===== src/logic/storePkg.sv =====
package storePkg;

  // RAM geometry
  localparam int ADDR_WIDTH = 8;
  localparam int DATA_WIDTH = 32;

  // Store side of the kernel
  localparam int NUM_STORE = 2;
  localparam int PORT_WIDTH = (NUM_STORE > 1) ? $clog2(NUM_STORE) : 1;

  // Width of the announced store count
  localparam int COUNT_WIDTH = 16;

  // Buffer depths
  localparam int STORE_FIFO_DEPTH = 4;
  localparam int CTRL_FIFO_DEPTH = 2;

  // One merged store request after the arbiter
  typedef struct packed {
    logic [ADDR_WIDTH-1:0] addr;
    logic [DATA_WIDTH-1:0] data;
  } storeReq_t;

  // Number of stores announced by one control token
  typedef struct packed {
    logic [COUNT_WIDTH-1:0] storeCount;
  } ctrlToken_t;

endpackage


===== src/logic/memControllerLoadless.sv =====
`timescale 1ns/100ps

module memControllerLoadless import storePkg::*; (
  input  logic                  clk,
  input  logic                  rst,
  // Control tokens
  input  ctrlToken_t            ctrl,
  input  logic                  ctrlValid,
  output logic                  ctrlReady,
  // Merged store requests
  input  storeReq_t             storeReq,
  input  logic                  storeReqValid,
  output logic                  storeReqReady,
  // Done channel
  output logic                  memDoneValid,
  input  logic                  memDoneReady,
  // RAM write port
  output logic                  storeEn,
  output logic [ADDR_WIDTH-1:0] storeAddr,
  output logic [DATA_WIDTH-1:0] storeData
);

  // Two extra bits for sign and headroom when stores run ahead of the token
  logic signed [COUNT_WIDTH+1:0] pending;
  logic signed [COUNT_WIDTH+1:0] pendingNext;
  logic ctrlPop;
  logic storePop;
  logic armed;
  logic doneXfer;

  // Both inputs are drained as soon as anything shows up
  assign ctrlReady = 1'b1;
  assign storeReqReady = 1'b1;

  assign ctrlPop = ctrlValid && ctrlReady;
  assign storePop = storeReqValid && storeReqReady;

  always_comb begin
    pendingNext = pending;
    if (ctrlPop) begin
      pendingNext = pendingNext + $signed({2'b00, ctrl.storeCount});
    end
    if (storePop) begin
      pendingNext = pendingNext - 1;
    end
  end

  // Wait for the last write to leave the port before signalling done
  assign memDoneValid = armed && (pending == '0) && !ctrlValid && !storeEn;
  assign doneXfer = memDoneValid && memDoneReady;

  always_ff @(posedge clk or posedge rst) begin
    if (rst) begin
      pending <= '0;
      armed <= 1'b0;
      storeEn <= 1'b0;
    end else begin
      pending <= pendingNext;
      storeEn <= storePop;
      // One done token per batch
      if (ctrlPop) begin
        armed <= 1'b1;
      end else if (doneXfer) begin
        armed <= 1'b0;
      end
    end
  end

  // Write port payload
  always_ff @(posedge clk) begin
    if (storePop) begin
      storeAddr <= storeReq.addr;
      storeData <= storeReq.data;
    end
  end

endmodule


===== config.mk =====
export PLATFORM = sky130hd
export DESIGN_NAME = memControllerLoadless
export DESIGN_NICKNAME = d
export VERILOG_FILES = /design/src/logic/storePkg.sv /design/src/logic/memControllerLoadless.sv
export SDC_FILE = /design/constraint.sdc
export NUM_CORES = 1
export LEC_CHECK = 0
export BUFFER_PORTS_ARGS = -buffer_cell sky130_fd_sc_hd__buf_2
export CAP_MARGIN = 20
export CORE_ASPECT_RATIO = 0.5
export CORE_MARGIN = 2
export CORE_UTILIZATION = 55
export DETAILED_ROUTE_END_ITERATION = 10
export PLACE_DENSITY = 0.85
export SLEW_MARGIN = 20
export SYNTH_ARGS = -nofsm -noshare
export SYNTH_HDL_FRONTEND = slang
export SYNTH_SLANG_ARGS = --single-unit

===== constraint.sdc =====
create_clock -name clk -period 7.6 [get_ports clk]
set_clock_uncertainty 0.2 [all_clocks]
set_input_delay 0 -clock clk [delete_from_list [all_inputs] [get_ports clk]]
set_output_delay 0 -clock clk [all_outputs]
set_load 0.01 [all_outputs]

# Word level (Yosys, flattened, before mapping)
# Index checks and enable logic that the tools add are counted.
# W data, S select, Z words.
dict set report word_totals {
  ff_bits 60
  in_bits 61
  out_inout_bits 44
  word_cells 19
}
dict set report op_classes {
  addsub 2
  mux 4
  reduce_logical 8
}
# operator n
set ops {}
lappend ops {{$mux W18} 2}
lappend ops {{$add A18 B17 Y18} 1}
lappend ops {{$logic_not A18 Y1} 1}
lappend ops {{$sub A18 B2 Y18 const B} 1}
lappend ops {{$logic_and A1 B1 Y1} 4}
lappend ops {{$logic_not A1 Y1} 2}
lappend ops {{$mux W1} 2}
lappend ops {{$reduce_bool A2 Y1} 1}

# Depth between registers and ports, before layout
dict set report logic_depth {
  word_depth 7
  ltp_mapped 12
}

# Worst setup path after synthesis
# OpenSTA, ideal clock, no wires.
dict set report synth_timing {
  path_kind {register -> register}
  startpoint {register pending[0]}
  endpoint {register pending[16]}
  arrival_time_ns 2.651
  required_time_ns 7.271
  path_slack_ns 4.620
  path_stages_with_launch 13
  synth_period_minus_slack_ns 2.980
  path_cell_list {dfrtp_1 ha_1 inv_1 fa_1 nor2b_4 o21a_1 or3_1 a211oi_2 o211ai_1 or4_4 nor2_1 nand2_1 xor2_1}
}
dict set report synth_between {
  elab_chain_cells 4
}
# item line
set synth_rtl {}
lappend synth_rtl {{start, declared} memControllerLoadless.sv:24} ;# logic signed [COUNT_WIDTH+1:0] pending;
lappend synth_rtl {{start signal, assigned} memControllerLoadless.sv:58} ;# pending <= pendingNext;
lappend synth_rtl {{$add A18 B17 Y18} memControllerLoadless.sv:41} ;# pendingNext = pendingNext + $signed({2'b00, ctrl.storeCount});
lappend synth_rtl {{$mux W18 (*)} memControllerLoadless.sv:40} ;# if (ctrlPop) begin
lappend synth_rtl {{$sub A18 B2 Y18} memControllerLoadless.sv:44} ;# pendingNext = pendingNext - 1;
lappend synth_rtl {{$mux W18 (*)} memControllerLoadless.sv:43} ;# if (storePop) begin
lappend synth_rtl {{via pendingNext[16]} memControllerLoadless.sv:25} ;# logic signed [COUNT_WIDTH+1:0] pendingNext;
# Mark *: on every way through the listed nets, which the timed path passes. The rest lies on a longest branch.
# A chain may end at the register's enable or synchronous reset.

# Worst setup path after layout
dict set report layout_timing {
  startpoint {register pending[0]}
  endpoint {register pending[17]}
}
# Same word-level chain as after synthesis.

==> results.json <==
{
  "status": "complete, but fails checks",
  "violations": "design-rule violations",
  "cts_resized": 0,
  "cp_max_fo": 6,
  "tightestPinTransition_ns": 1.01,
  "synth_area_um2": 3260,
  "drt_wl_total_um": 11100,
  "rsz0062_at_grt": "no",
  "wl_per_cell_um": 21.7,
  "hold_ws_ns": 0.0458,
  "layout_commonest_cell": "buf_2",
  "dp_hpwl_um": 5650,
  "fin_setup_tns_ns": 0,
  "firstDrtPassIters": 10,
  "path_class": "flop to flop",
  "clockRootBuffer": "clkbuf_16",
  "drc": 8,
  "grt_pass1_vias": 3113,
  "die_y_um": 58.4,
  "viasPerCell": 6.23,
  "ant_nets": 0,
  "hp-class": "primary input to flop",
  "slew_violations": 0,
  "synth-edff-count": 40,
  "drtIter0Drc": 301,
  "grt_first_pass_wirelength_um": 17100,
  "die-area_um2": 6600,
  "num-nets-final": 510,
  "start_util": 0.581,
  "ys_seq_area_frac": 0.522,
  "ctsHtreeMaxLevel": 3,
  "pin_count": 105,
  "p_total_mw": 1.67,
  "fmax_ghz": 0.274,
  "synth_top_family_by_area": "simple AND/OR/NAND/NOR gates",
  "setup_viol": 0,
  "pwr_density_cell_nw_per_um2": 366,
  "slew_headroom": 0.325,
  "layout_common_cells": "102 x buf_2, 43 x dlygate4sd3_1, 40 x edfxtp_1, 21 x a21oi_1",
  "syn2layout_area_growth_pct": 39.9,
  "cts_tree": "built",
  "avgSynthCellArea_um2": 11.6,
  "drv_cap": 0,
  "finalCritPeriodShare": 0.480,
  "synth_fa_ha_area_frac": 0.0714,
  "r2r_setup_slack_ns": 3.95,
  "ys_ff_latch": 60,
  "ir_drop_v": 0.000184,
  "netlist_instances": 282,
  "grt_max_degree": 47,
  "synth_compound_area_frac": 0.145,
  "num_vias": 3175,
  "synth_mux_area_frac": 0.0246,
  "die_w_um": 113,
  "hold_viol": 0,
  "antenna_found_initial": 1,
  "period_minus_slack_ns": 3.65,
  "track_usage": 0.347,
  "clk_pin_slew_ns": 0.06,
  "cts_buffer_depth": 2,
  "core_area_um2": 5610,
  "port_buffers": 102,
  "p_leak_nw": 1.94,
  "cp_data_arrival_time_ns": 3.67,
  "ys.flop_type": "edfxtp_1",
  "clkLatencyLatePin_ns": 0.33,
  "ys_types": 56,
  "synth_simple_gate_area_share": 0.145,
  "critPathCaptureType": "flop",
  "cts_num_sinks": 60,
  "synthArstFlopShare": 0.333,
  "drive_above_1_share": 0.291,
  "required_ns": 7.62,
  "place.gp.congestion": 0.939,
  "numCtsBuffers": 9,
  "grt-ovfl-total": 0,
  "synth-xor-area-share": 0.0725,
  "ys.warnings.count": 0,
  "start_kind": "flop",
  "rows": 19
}
==> critical path: stages, from the launching register on <==
cell and delay, ns:
dfrtp_1 0.46, ha_1 0.26, inv_1 0.07, fa_1 0.42, nor2b_4 0.17, o21a_1 0.19, o21ai_0 0.21, a211oi_2 0.29
o211ai_1 0.24, nor4_4 0.38, nor2b_1 0.26, nand3_1 0.15, xnor2_1 0.24
==> final timing paths <==
path,from,endpoint,cells past startpoint
max,pending[0],pending[17],12
min,ctrl[0],pending[0],4
max reg2reg,pending[0],pending[17],12
min reg2reg,armed,armed,2
max in group asynchronous,rst,pending[13],3
min in group asynchronous,rst,pending[7],3
==> stage by stage <==
stage,instance area (um^2),instances,setup slack [ns],utilization
2_1_floorplan,3260,283,4.62,-
3_3_place_gp,3830,450,4.38,0.682
3_5_place_dp,3830,450,4.32,0.682
4_1_cts,4560,509,4.28,0.812
5_1_grt,4560,510,3.81,0.813
6_report,4560,510,3.95,0.813
==> power by group <==
part / switching, mW / internal [mW]
Combinational: 0.440 / 0.312
Sequential: 0.0851 / 0.421
Clock: 0.157 / 0.255
Total: 0.682 / 0.988
==> flip-flops by register name, summed over array words and instances (netlist names) <==
signal / flops
armed: 1
pending: 18
storeAddr: 8
storeData: 32
storeEn: 1
==> routing by layer <==
metal,GRT usage,up-vias,part of all wire
li1,-,1367,-
met1,0.404,1507,0.36
met2,0.612,253,0.49
met3,0.0947,48,0.11
met4,0.174,0,0.036
met5,0,-,0
==> area by class of cell <==
type | instances | area, um^2
sequential | 60 | 1700
timing repair buffer | 145 | 941
inverter | 6 | 22.5
clock buffer | 9 | 225
tap | 73 | 91.3
multi-input combinational | 209 | 1500
antenna | 1 | 2.50
fill | 287 | 1050
clock inverter | 7 | 75.1
==> kinds of logic (layout without fill, tap and decap cells) <==
logic type	Yosys count	after routing
simple gates	84	84
compound gates	70	70
flops	60	60
xor+xnor	27	27
fa+ha+maj	18	18
buf+inv	14	167
mux	8	8
other cells	1	3
==> what timing repair did <==
item	4_1_cts	5_1_grt
hold buffers	43	0
hold endpoints to repair	62	0
setup buffers	0	0
==> synth_stat cells (all sizes together), types with 3 or more instances <==
cell / n / area (um^2)
o31ai: 4 / 35.0
clkbuf: 4 / 15.0
inv: 6 / 22.5
nand3: 6 / 30.0
nor2b: 8 / 57.6
nand2: 20 / 75.1
ha: 17 / 213
buf: 4 / 23.8
o21a: 3 / 22.5
a211oi: 5 / 47.5
edfxtp: 40 / 1200
o21ai: 12 / 60.1
a21oi: 21 / 105
and2: 3 / 18.8
o211ai: 3 / 22.5
o22ai: 3 / 18.8
dfrtp: 20 / 500
nor3: 10 / 50.1
a21o: 4 / 30.0
xnor2: 16 / 140
nor4: 4 / 40.0
xor2: 11 / 96.3
or3: 4 / 25.0
nor2: 12 / 45.0
nand2b: 3 / 18.8
mux2i: 8 / 80.1
and3: 4 / 25.0
Note: power is estimated with default switching activity, not from simulation.
