File: src/logic/elasticFifo.sv
`timescale 1ns/100ps

module elasticFifo #(
  parameter type payload_t = logic,
  parameter int DEPTH = 2
) (
  input  logic     clk,
  input  logic     rst,
  input  payload_t inData,
  input  logic     inValid,
  output logic     inReady,
  output payload_t outData,
  output logic     outValid,
  input  logic     outReady
);

  localparam int PTR_WIDTH = (DEPTH > 1) ? $clog2(DEPTH) : 1;
  localparam int CNT_WIDTH = $clog2(DEPTH + 1);

  payload_t mem [DEPTH];
  logic [PTR_WIDTH-1:0] wrPtr;
  logic [PTR_WIDTH-1:0] rdPtr;
  logic [CNT_WIDTH-1:0] count;
  logic [CNT_WIDTH-1:0] countNext;
  logic push;
  logic pop;

  function automatic logic [PTR_WIDTH-1:0] nextPtr(input logic [PTR_WIDTH-1:0] ptr);
    if (ptr == PTR_WIDTH'(DEPTH - 1)) begin
      return '0;
    end
    return ptr + 1'b1;
  endfunction

  assign push = inValid && inReady;
  assign pop = outValid && outReady;
  assign outValid = (count != '0);
  assign outData = mem[rdPtr];

  always_comb begin
    case ({push, pop})
      2'b10:   countNext = count + 1'b1;
      2'b01:   countNext = count - 1'b1;
      default: countNext = count;
    endcase
  end

  // Ready is registered, so it stays low while reset is asserted
  always_ff @(posedge clk or posedge rst) begin
    if (rst) begin
      wrPtr <= '0;
      rdPtr <= '0;
      count <= '0;
      inReady <= 1'b0;
    end else begin
      if (push) begin
        wrPtr <= nextPtr(wrPtr);
      end
      if (pop) begin
        rdPtr <= nextPtr(rdPtr);
      end
      count <= countNext;
      inReady <= (countNext != CNT_WIDTH'(DEPTH));
    end
  end

  always_ff @(posedge clk) begin
    if (push) begin
      mem[wrPtr] <= inData;
    end
  end

endmodule

File: config.mk
export PLATFORM = sky130hd
export DESIGN_NAME = elasticFifo
export DESIGN_NICKNAME = d
export VERILOG_FILES = /design/src/logic/elasticFifo.sv
export SDC_FILE = /design/constraint.sdc
export NUM_CORES = 1
export LEC_CHECK = 0
export BUFFER_PORTS_ARGS = -buffer_cell sky130_fd_sc_hd__buf_2
export CAP_MARGIN = 10
export CORE_AREA = 2 2 39 41
export CTS_CLUSTER_DIAMETER = 80
export DETAILED_ROUTE_END_ITERATION = 10
export DIE_AREA = 0 0 41 43
export GPL_ROUTABILITY_DRIVEN = 0
export PLACE_DENSITY_LB_ADDON = 0.2
export REMOVE_ABC_BUFFERS = 1
export SLEW_MARGIN = 10
export SYNTH_ARGS = -nofsm -noshare
export SYNTH_HDL_FRONTEND = slang
export SYNTH_SLANG_ARGS = --single-unit
File: constraint.sdc
create_clock -name clk -period 1.52 [get_ports clk]
set_clock_uncertainty 0.2 [all_clocks]
set_input_delay 0.152 -clock clk [delete_from_list [all_inputs] [get_ports clk]]
set_output_delay 0.152 -clock clk [all_outputs]
set_load 0.01 [all_outputs]
# Word-level counts from Yosys, hierarchy flattened
# Memories as Yosys holds them, arrays and structs flattened.
# Index checks and enable logic that the tools add are counted.
[word_totals]
ramBits = 2
reg_bits = 5
memories = 1
input_bits = 5
[classes]
addsub = 4
reduce_logical = 3
n_eq_ne = 3
muxes = 11
[memory_table]
columns = ["name", "words", "word_bits", "read_ports", "rd_ports_with_merged_regs", "wr", "line", "text"]
rows = [
  ["mem", 2, 1, 1, 0, 1, "20", "payload_t mem [DEPTH];"],
]
[ops]
columns = ["op", "count"]
rows = [
  ["$mux W1", 10],
  ["$pmux W2 S2", 1],
  ["$add A1 B1 Y1 const B", 2],
  ["$add A2 B1 Y2 const B", 1],
  ["$eq A2 B1 Y1 const B", 1],
  ["$eq A2 B2 Y1 const B", 1],
  ["$logic_and A1 B1 Y1", 2],
  ["$ne A2 B2 Y1 const B", 1],
  ["$reduce_bool A2 Y1", 1],
  ["$sub A2 B1 Y2 const B", 1],
]

# Longest topological paths before layout
[logic_depth]
depth_word = 5
ltp_mapped = 6
mapped_depth_nobuf = 6

# Worst setup path before layout
# No wires, ideal clock.
[synth_timing]
kind = "reg-to-reg"
from = "reg count[0]"
to = "reg count[1]"
setup_time_ps = 79
synth_period_minus_slack_ps = 1707
t_required_ps = 1241
path_stages_with_launch = 6
path_buffers = 0
arrival_time_ps = 1428
setup_slack_ps = -187
cell_sequence = "dfrtp_1 or2_4 and2_4 ha_1 nor2_1 xor2_1"
[synth_via]
elab_chain_len = 4
[synth_lines]
columns = ["element", "line", "text"]
rows = [
  ["start: declaration", "23", "logic [CNT_WIDTH-1:0] count;"],
  ["start signal: assignment", "62", "count <= countNext;"],
  ["$reduce_bool A2 Y1 *", "37", "assign outValid = (count != '0);"],
  ["via outValid", "13", "output logic outValid,"],
  ["$logic_and A1 B1 Y1 *", "36", "assign pop = outValid && outReady;"],
  ["via pop", "26", "logic pop;"],
  ["$eq A2 B1 Y1 / $eq A2 B2 Y1 (equally long branches)", "41", "case ({push, pop})"],
  ["$pmux W2 S2 *", "41", ""],
  ["via countNext[1]", "24", "logic [CNT_WIDTH-1:0] countNext;"],
]
# Mark *: on every way through the listed nets, which the timed path passes. The rest lies on a longest branch.
# A chain may end at the register's enable or synchronous reset.

# Worst setup path after layout
[layout_timing]
from = "reg count[1]"
to = "reg count[1]"
[layout_via]
elab_chain_len = 4
[layout_lines]
columns = ["element", "line"]
rows = [
  ["$reduce_bool A2 Y1 *", "37"],
  ["$logic_and A1 B1 Y1 *", "36"],
  ["via pop", "26"],
  ["$eq A2 B1 Y1 / $eq A2 B2 Y1 (equally long branches)", "41"],
  ["$pmux W2 S2 *", "41"],
  ["via countNext[1]", "24"],
]
# Marks and branches as above.

==> summary.md <==
| Metric | Value |
|---|---|
| Final core utilization | 0.335 |
| Clock slew at reported path FFs | ~60 ps |
| Sequential share of power | 0.338 |
| Clock Latency Late Sink | about 260 ps |
| Failing checks | negative setup slack |
| Net switching power | around 0.32 mW |
| Root buf cell | clkbuf_4 |
| Worst Path Class, Setup | register to register |
| Share of the yosys chip area belonging to registers | 0.585 |
| Design area | ~460 um2 |
| Filler cell count | 152 |
| Sw frac | 0.334 |
| Combinational power share | 0.478 |
| Slew Viols, Final | 0 |
| Via/cell ratio | between 3 and 4 |
| Starting Density | 0.229 |
| Final nets | 49 |
| Core Box Area | 0.00138 mm2 |
| Syn Inst Count | 26 |
| CTS Sinks | 7 |
| Die Height | about 43 um |
| Syn avg cell area | around 12 um2 |
| Num rows | 14 |
| Initial DRC count | 0 |
| FF-to-FF Start | count[1]$_DFF_PP0_ |
| Number of global-route vias before repair | around 240 |
| Largest net degree at the start of global routing | 6 |
| Yosys warnings | 0 |
| Fin crit share | 1.05 |
| Die W | 41 um |
| Cell Area, Placed | between 300 and 400 um2 |
| First-pass GRT wire length | around 990 um |
| WHS Path Cells | 2 |
| Worst Setup End Kind | register |
| CTS Buf Count | 3 |
| FF-to-FF setup slack | -80 ps |
| RSZ-0062 raised after global routing | yes |
| Max Cap Viol | 0 |
| Final WS setup | -83.3 ps |
| Fmax | between 600 and 700 MHz |
| Die ar. | 0.00176 mm2 |
| Cell Int Power | around 0.63 mW |
| Clock share of power | 0.183 |
| Endpoints failing hold | 0 |
| Crit path max fanout | 2 |
| Reg2Reg Depth | 6 |
| Critical Path Start Type | register |
| Reg2reg end | count[1]$_DFF_PP0_ |
| Most frequent cells in the layout | buf_2, dfrtp_1 |
| N_diodes | 0 |
| Pwr/cell area | 2060 mW/mm2 |
| Layout cells sized above 1 | 0.452 |
| Routed Antenna Nets | 0 |
| I/O pin cnt | 8 |
| Most common cell after layout, fill and taps aside | buf_2 |
| Hold Path Sink | mem[1]$_DFFE_PP_ |
| Worst Path Required | approximately 1500 ps |
| Final setup viols | 2 |
| Post-Route WL | 558 um |
| DR pass1 iterations | 1 |
| Synth cell types | 13 |
| Hold path startpoint | inValid |
| PortBufs | 7 |
| GRT Overall Usage | 0.0912 |
| Yosys reg bits | 7 |
| Setup total negative slack | -96.7 ps |
| Peak VDD IR | ~0.54 mV |
| Post-DR wirelength/cell | just under 10 um |
| Hpwl dp | around 420 um |
| Antenna violations before repair | 0 |
| # DRC | 0 |
| Max transition margin | 0.867 |
| Arr. time, crit path | between 1500 and 2000 ps |
| Area growth syn-to-layout | 46.2% |
| Worst-margin pin slew | 200 ps |
| Grt ovf | 0 |
| LEAKAGE | between 0.2 and 0.25 nW |
| Detailed-route via count | approximately 230 |
| Final worst path period need | 1600 ps |
| Power Total | around 0.95 mW |
| Clock tree from TritonCTS | done |
| Mapped cell area | roughly 320 um2 |
| Status | complete, but fails checks |
| Hold Crit Class | input pin to register |
| Clock tree buffer depth | 2 |
| H-tree levels | 1 |
[registers in the layout, indices dropped and copies added (netlist names)]
signal,flops
rdPtr,1
wrPtr,1
mem,2
inReady,1
count,2
[per-layer routing]
| metal | wire [um] | part of all wire | track usage |
|---|---|---|---|
| met3 | 30 | 0.054 | 0.0471 |
| met2 | 296 | 0.53 | 0.138 |
| met1 | 208 | 0.37 | 0.0927 |
| met5 | 0 | 0 | 0 |
| met4 | 21 | 0.038 | 0.0600 |
[cell type report]
class | instances | area (um2) | share of cell area
clock buffers | 4 | 26.3 | 0.0568
inverters | 1 | 3.75 | 0.00811
multi-input cells | 18 | 150 | 0.324
flip-flops and latches | 7 | 185 | 0.400
well taps | 16 | 20.0 | 0.0432
repair buffers | 12 | 77.6 | 0.168
[power groups by stage]
stage                     Sequential (mW)  Combinational (mW)  Clock (mW)
final                               0.322               0.455       0.175
after floorplan                     0.344               0.241           0
after detailed placement            0.327               0.391           0
after global routing                0.333               0.507       0.196
after global placement              0.323               0.379           0
after CTS                           0.325               0.461       0.179
[how the worst max path moves through the flow]
| stage | startpoint | to | slack (ps) |
|---|---|---|---|
| floorplan | count[0]$_DFF_PP0_ | count[1]$_DFF_PP0_ | -190 |
| global placement | count[0]$_DFF_PP0_ | count[1]$_DFF_PP0_ | -110 |
| detailed placement | count[0]$_DFF_PP0_ | count[1]$_DFF_PP0_ | -150 |
| CTS | count[1]$_DFF_PP0_ | count[1]$_DFF_PP0_ | -110 |
| global route | count[1]$_DFF_PP0_ | count[1]$_DFF_PP0_ | -170 |
| finish | count[1]$_DFF_PP0_ | count[1]$_DFF_PP0_ | -80 |
[critical path, stage by stage (launching register included)]
cell and delay [ps]:
dfrtp_1 370, or2_4 250, and2_4 150, ha_4 170
xnor2_2 130, nor2_2 100, xor2_1 160
[through the flow]
| step | hold WS, ps | worst slack (ps) | cells |
|---|---|---|---|
| 6_report | 60.6 | -83.3 | 58 |
| 3_3_place_gp | -146 | -109 | 52 |
| 4_1_cts | 56.9 | -110 | 58 |
| 5_1_grt | 59.6 | -165 | 58 |
| 2_1_floorplan | -269 | -187 | 26 |
| 3_5_place_dp | -133 | -152 | 52 |
[cells by family after synthesis]
logic type	after synthesis	synth area share
adder cells (fa/ha/maj)	1	0.0395
flip-flops	7	0.585
AND/OR/NAND/NOR	9	0.146
buffers and inverters	1	0.0118
multiplexers	1	0.0356
XOR/XNOR	6	0.166
AO/OA/AOI/OAI	1	0.0158
[what timing repair did]
item,4_1_cts,5_1_grt
hold buffers,2,0
pin swaps,5,2
buffers inserted,0,0
hold endpoints to repair,7,0
resized for setup,3,0
setup endpoints to repair,3,2
[synth_stat cells, drive strengths merged]
cell type | instances | area share
nand2 | 2 | 0.024
inv | 1 | 0.012
a21oi | 1 | 0.016
and2 | 1 | 0.028
and3 | 1 | 0.020
dfrtp | 5 | 0.40
or2 | 1 | 0.028
mux2 | 1 | 0.036
edfxtp | 2 | 0.19
xnor2 | 3 | 0.083
nor2 | 4 | 0.047
ha | 1 | 0.040
xor2 | 3 | 0.083
No activity file was read; power rests on OpenSTA's default activity.
